==> src/hw/rob_params.svh <==
`ifndef ROB_PARAMS_SVH
`define ROB_PARAMS_SVH

// Reorder buffer sizing
// Depth must stay a power of two so the pointers wrap on their own
`define ROB_DEPTH 32
`define ROB_IDX_W 5

// Commit credits held by the buffer right after reset
`define ROB_COMMIT_CREDITS 4

// Architectural integer registers of RV32
`define REG_COUNT 32

// Register address width, follows REG_COUNT
`define REG_ADDR_W 5

// Data path width
`define XLEN 32

`endif
==> src/hw/core_pkg.sv <==
`include "rob_params.svh"

package core_pkg;

    // Data word, also used for pc and instruction word
    typedef logic [`XLEN-1:0] word_t;

    // Architectural register address
    typedef logic [`REG_ADDR_W-1:0] reg_addr_t;

    // Buffer slot as seen by the functional units
    // Kept as a plain vector so the units need not know rob_pkg
    typedef logic [`ROB_IDX_W-1:0] wb_idx_t;

    // Result record from one functional unit
    // One of these per writeback port (ALU, LSU, MUL)
    typedef struct packed {
        // Port carries a result this cycle
        logic    valid;
        // Buffer entry that receives the result
        wb_idx_t rob_idx;
        // Destination value
        word_t   value;
    } wb_t;

    // Index of each writeback port in the unit array
    localparam int WB_ALU = 0;
    localparam int WB_LSU = 1;
    localparam int WB_MUL = 2;

    // Number of writeback ports
    localparam int NUM_WB = 3;

endpackage

==> src/hw/rob_pkg.sv <==
`include "rob_params.svh"

package rob_pkg;

    import core_pkg::*;

    // Buffer entry index
    typedef logic [`ROB_IDX_W-1:0] rob_idx_t;

    // Life cycle of one buffer entry
    // FREE -> BUSY on allocation, BUSY -> DONE on writeback, DONE -> FREE on retire
    typedef enum logic [1:0] {
        ENTRY_FREE = 2'd0,
        ENTRY_BUSY = 2'd1,
        ENTRY_DONE = 2'd2
    } entry_state_e;

    // Dispatch request, one per cycle in program order
    typedef struct packed {
        logic      valid;
        word_t     pc;
        word_t     inst;
        // Destination register
        reg_addr_t prd;
    } alloc_t;

    // Retirement record, one cycle wide
    typedef struct packed {
        logic      valid;
        rob_idx_t  rob_idx;
        word_t     pc;
        word_t     inst;
        reg_addr_t prd;
        // Result written back by the unit
        word_t     value;
    } commit_t;

endpackage

==> src/hw/arch_regfile.sv <==
`timescale 1ns/1ps

`include "rob_params.svh"

// Committed register state of the core
module arch_regfile import core_pkg::*, rob_pkg::*; (
    input  logic      clk_i,
    input  logic      reset_i,
    // Retirement stream from the buffer
    input  commit_t   commit_i,
    // Read port for the outside
    input  reg_addr_t rd_addr_i,
    output word_t     rd_data_o
);

    word_t regs_q [`REG_COUNT];

    // Writes to x0 are dropped
    logic wr_en;

    assign wr_en = commit_i.valid && (commit_i.prd != '0);

    // Update one edge after the commit record shows up
    always_ff @(posedge clk_i) begin
        if (reset_i) begin
            for (int i = 0; i < `REG_COUNT; i++) begin
                regs_q[i] <= '0;
            end
        end else if (wr_en) begin
            regs_q[commit_i.prd] <= commit_i.value;
        end
    end

    // Combinational read
    // Register 0 keeps its reset value of zero
    assign rd_data_o = regs_q[rd_addr_i];

endmodule

==> config.mk <==
export PLATFORM = sky130hd
export DESIGN_NAME = arch_regfile
export DESIGN_NICKNAME = d
export VERILOG_FILES = /design/src/hw/core_pkg.sv /design/src/hw/rob_pkg.sv /design/src/hw/arch_regfile.sv
export VERILOG_INCLUDE_DIRS = /design/src /design/src/hw
export SDC_FILE = /design/constraint.sdc
export NUM_CORES = 1
export LEC_CHECK = 0
export BUFFER_PORTS_ARGS = -buffer_cell sky130_fd_sc_hd__buf_2
export CAP_MARGIN = 20
export CORE_ASPECT_RATIO = 2
export CORE_UTILIZATION = 35
export CTS_CLUSTER_DIAMETER = 150
export DETAILED_ROUTE_END_ITERATION = 10
export PLACE_DENSITY = 0.48
export SLEW_MARGIN = 15
export SYNTH_ARGS = -nofsm -noshare
export SYNTH_HDL_FRONTEND = slang
export SYNTH_SLANG_ARGS = --single-unit
==> constraint.sdc <==
create_clock -name clk_i -period 5 [get_ports clk_i]
set_input_delay 0.25 -clock clk_i [delete_from_list [all_inputs] [get_ports clk_i]]
set_output_delay 0.25 -clock clk_i [all_outputs]
set_load 0.01 [all_outputs]
### After elaboration in Yosys (flattened, before gate mapping)

Memories as Yosys holds them, arrays and structs flattened.
Cells that the tools add are included.
W data, S select, Z words.

| storage, ports and cells | value |
|---|---|
| register bits after elaboration | 0 |
| bits in writable memories | 1,024 |
| output and inout port bits | 32 |
| word-level logic and storage cells | 12 |
| memories | 1 |

Memory list:

| memory | depth | width | rd ports | clocked after Yosys merged registers in | wr ports | line | source |
|---|---|---|---|---|---|---|---|
| regs_q | 32 | 32 | 1 | 0 | 32 | arch_regfile.sv:16 | `` word_t regs_q [`REG_COUNT]; `` |

| operators by class | value |
|---|---|
| mux-type cells | 8 |
| reduce and logical (&&, ||, !) cells | 3 |

Operators by type and width:

| operator | number |
|---|---|
| $mux W32 | 1 |
| $reduce_or A32 Y1 | 1 |
| $mux W1 | 6 |
| $mux W5 | 1 |
| $reduce_bool A5 Y1 | 1 |
| $logic_and A1 B1 Y1 | 1 |

### Depth between registers and ports, before layout

| logic depth | value |
|---|---|
| depth after elaboration | 7 |
| gate-level depth with buffers | 8 |

### Least setup slack after synthesis

OpenSTA, ideal clock, no wires.

| path | value |
|---|---|
| path kind | input port to flip-flop |
| start | in reset_i |
| end | mem regs_q[12][0] (netlist name), enable pin |
| setup time | 0.375 ns |
| arrival time | 1.483 ns |
| data required time | 4.625 ns |
| setup slack | 3.142 ns |
| stages | 5 |
| path buffers | 1 |
| cells stage by stage | nand2b_1 > or3_1 > buf_6 > nor2_4 > or2_2 |

RTL lines:

| item | line | source |
|---|---|---|
| start, declared | arch_regfile.sv:8 | `input logic reset_i,` |
| end, declared | arch_regfile.sv:16 |  |

### Worst setup path in the final report

| path | value |
|---|---|
| start | in rd_addr_i[0] |
| end | out rd_data_o[14] |

| on the way | value |
|---|---|
| cells in the longest elaborated chain, start to end | 1 |

Ends and longest elaborated chain:

| item | line | source |
|---|---|---|
| start, declared | arch_regfile.sv:12 | `input reg_addr_t rd_addr_i,` |
| $mem_v2 Z32 W32 | - |  |
| end, declared | arch_regfile.sv:13 | `output word_t rd_data_o` |

Every way passes these cells.

==> reports/metrics.cfg <==
[timing]
tightestPinTransition_ns = 1.15
min_period_ns = 3.00
drv_slew = 0
rsz0062_at_grt = false
max-slew-margin-rel = 0.236
max_freq_mhz = 334
finalWorstSetupSlack_ns = 2.00
holdWs_ns = 0.152
final-hold-violation-count = 0
finalCritPeriodShare = 0.599
tns_ns = 0
setup_viol = 0

[critical_path]
start_kind = input pin
critPathRequiredTime_ns = 4.75
critPathKind = input pin to output port
cp_slowest_cell = nor2b_4
worstPathMaxFanout = 22
cp.arrival_ns = 2.75
cpPeakStageDelay_ns = 0.71
cp-end-kind = output port
path_cells = buf_2 > nor2b_4 > buf_4 > buf_4 > a22o_1 > nor3_1 > a31oi_1 > nand3_1 > buf_2

[power]
p_sw_mw = 4.30
vdd_drop_max_mv = 0.207
internal-power_mw = 14.1
powerDensity_mw_per_mm2 = 354
combPwrFrac = 0.077
swShare = 0.233
clockPowerShare = 0.380
p_leak_nw = 19.3
seq_power_share = 0.543

[cells_and_area]
fillerInstances = 12500
reg.largest.list = regs_q x1024
largest_register = regs_q
largest_reg_flops = 1024
fin_nets = 3533
area_growth_pct = 10.7
drive_gt1_frac = 0.105

[clocking]
cts_tree = done
post_cts_buffers = 0
cts-resized-gates = 0
numCtsBuffers = 93
htree_levels = 3
ctsRootBufferMaster = clkbuf_16
hold_buffers = 0
cts_buffer_depth = 3
clkTransAtPathRegs_ns = 0.07
cts.sinks = 1024

[grt]
grt_pass1_vias = 27600
overflow = 0
antenna_found_initial = 7
grt_pass1_wl_mm = 189
grt_usage = 0.193
grt_max_degree = 129

[drt]
dr.pass1.iters = 10
routed_wl_mm = 131
wl_per_cell_um = 25.0
drtIter0Drc = 1455
antenna_left = 0
avgViaCountPerCell = 5.04
drc = 1
vias = 26300

[place]
pre_cts_ws_ns = 1.55
place_hpwl_mm = 78.5
numPortBuffers = 76
place.gp.congestion = 0.754

[synth]
post-synth-top-area-cell = edfxtp_1
synth-edff-count = 1024
ys_types = 30
synth-seq-area-share = 0.653
yosys-top-cells-area = edfxtp_1 (65%), and2_1 (13%), mux2i_1 (11%)
synth_warnings = 0
ys_ff_latch = 1024
synth_top_area_frac = 0.653
async_flop_share = 0
synth_ff_type = edfxtp_1
synth_most_common_cell = edfxtp_1
ys_top_cells_by_count = edfxtp_1 (1024), and2_1 (993), mux2i_1 (512)
avgSynthCellArea_um2 = 13.7
synthesis.area_mm2 = 0.0471
syn_inst = 3447

[floorplanning]
ios = 146
placementRows = 190
coreArea_mm2 = 0.134
die_w_um = 261
die_y_um = 521
start_util = 0.352
die_area_mm2 = 0.136

[run_status]
violations = design-rule violations
status = complete, but fails checks

[hold_path]
hold_class = input pin to flip-flop

[flow_run]
max_cap_viol_count = 0

## kinds of logic (layout without fill, tap and decap cells)
logic type / count (synthesis) / after routing / share of synthesized area
DFF: 1024 / 1024 / 0.653
and+or+nand+nor: 1302 / 1302 / 0.165
buffers and inverters: 320 / 334 / 0.0313
AOI/OAI and AO/OA: 288 / 288 / 0.0417
muxes: 512 / 512 / 0.109
other: 1 / 33 / 0.0000796
## worst max-delay path: cells and delay by family
family / cells / cell delay (ns)
AND/OR/NAND/NOR: 3 / 0.94
buffers and inverters: 4 / 1.00
AO/OA/AOI/OAI: 2 / 0.51
## cell usage in the layout (no fill, tap or decap), drive strengths merged
master / instances
a21oi: 96
a22o: 64
a22oi: 96
a31oi: 32
and2: 993
buf: 166
bufinv: 6
clkbuf: 118
clkinv: 34
clkinvlp: 4
conb: 32
diode: 1
edfxtp: 1024
inv: 6
mux2i: 512
nand2: 99
nand2b: 3
nand3: 98
nand3b: 4
nor2: 34
nor2b: 3
nor3: 32
or2: 32
or3: 2
or3b: 2
## layout make-up
cell class | count | area [um^2] | area share
repair buffers | 166 | 1280 | 0.0246
clock buffers | 118 | 2460 | 0.0473
well taps | 1728 | 2160 | 0.0415
diodes | 1 | 2.50 | 0.0000480
flip-flops and latches | 1024 | 30700 | 0.590
clock inverters | 50 | 415 | 0.00797
multi-input cells | 2134 | 15000 | 0.289
## final timing paths
kind | start | end | cells past startpoint
max | rd_addr_i[0] | rd_data_o[14] | 9
min | reset_i | regs_q[0][0]$_SDFFCE_PN0P_ | 2
## metrics by stage
| stage | util | cells | total power [mW] | area, um^2 |
|---|---|---|---|---|
| floorplan | - | 3478 | 11.0 | 47200 |
| global placement | 0.368 | 5047 | 11.6 | 49100 |
| detailed placement | 0.368 | 5052 | 11.7 | 49200 |
| CTS | 0.390 | 5220 | 18.7 | 52100 |
| global route | 0.390 | 5221 | 19.0 | 52100 |
| finish | 0.390 | 5221 | 18.4 | 52100 |
## power groups by stage
stage	combinational [mW]	sequential (mW)	clock [mW]
2_1_floorplan	0.873	10.2	0
3_3_place_gp	1.43	10.2	0
3_5_place_dp	1.45	10.2	0
4_1_cts	1.45	10.0	7.19
5_1_grt	1.52	10.1	7.46
6_report	1.41	10.0	7.01
## per-layer routing
metal	up-vias	GRT usage	share of wire
met5	-	0	0.00038
met4	8	0.0496	0.020
met3	160	0.0261	0.034
met2	426	0.367	0.55
met1	13500	0.221	0.39
li1	12200	-	-
Power figures use the tool's default switching activity.
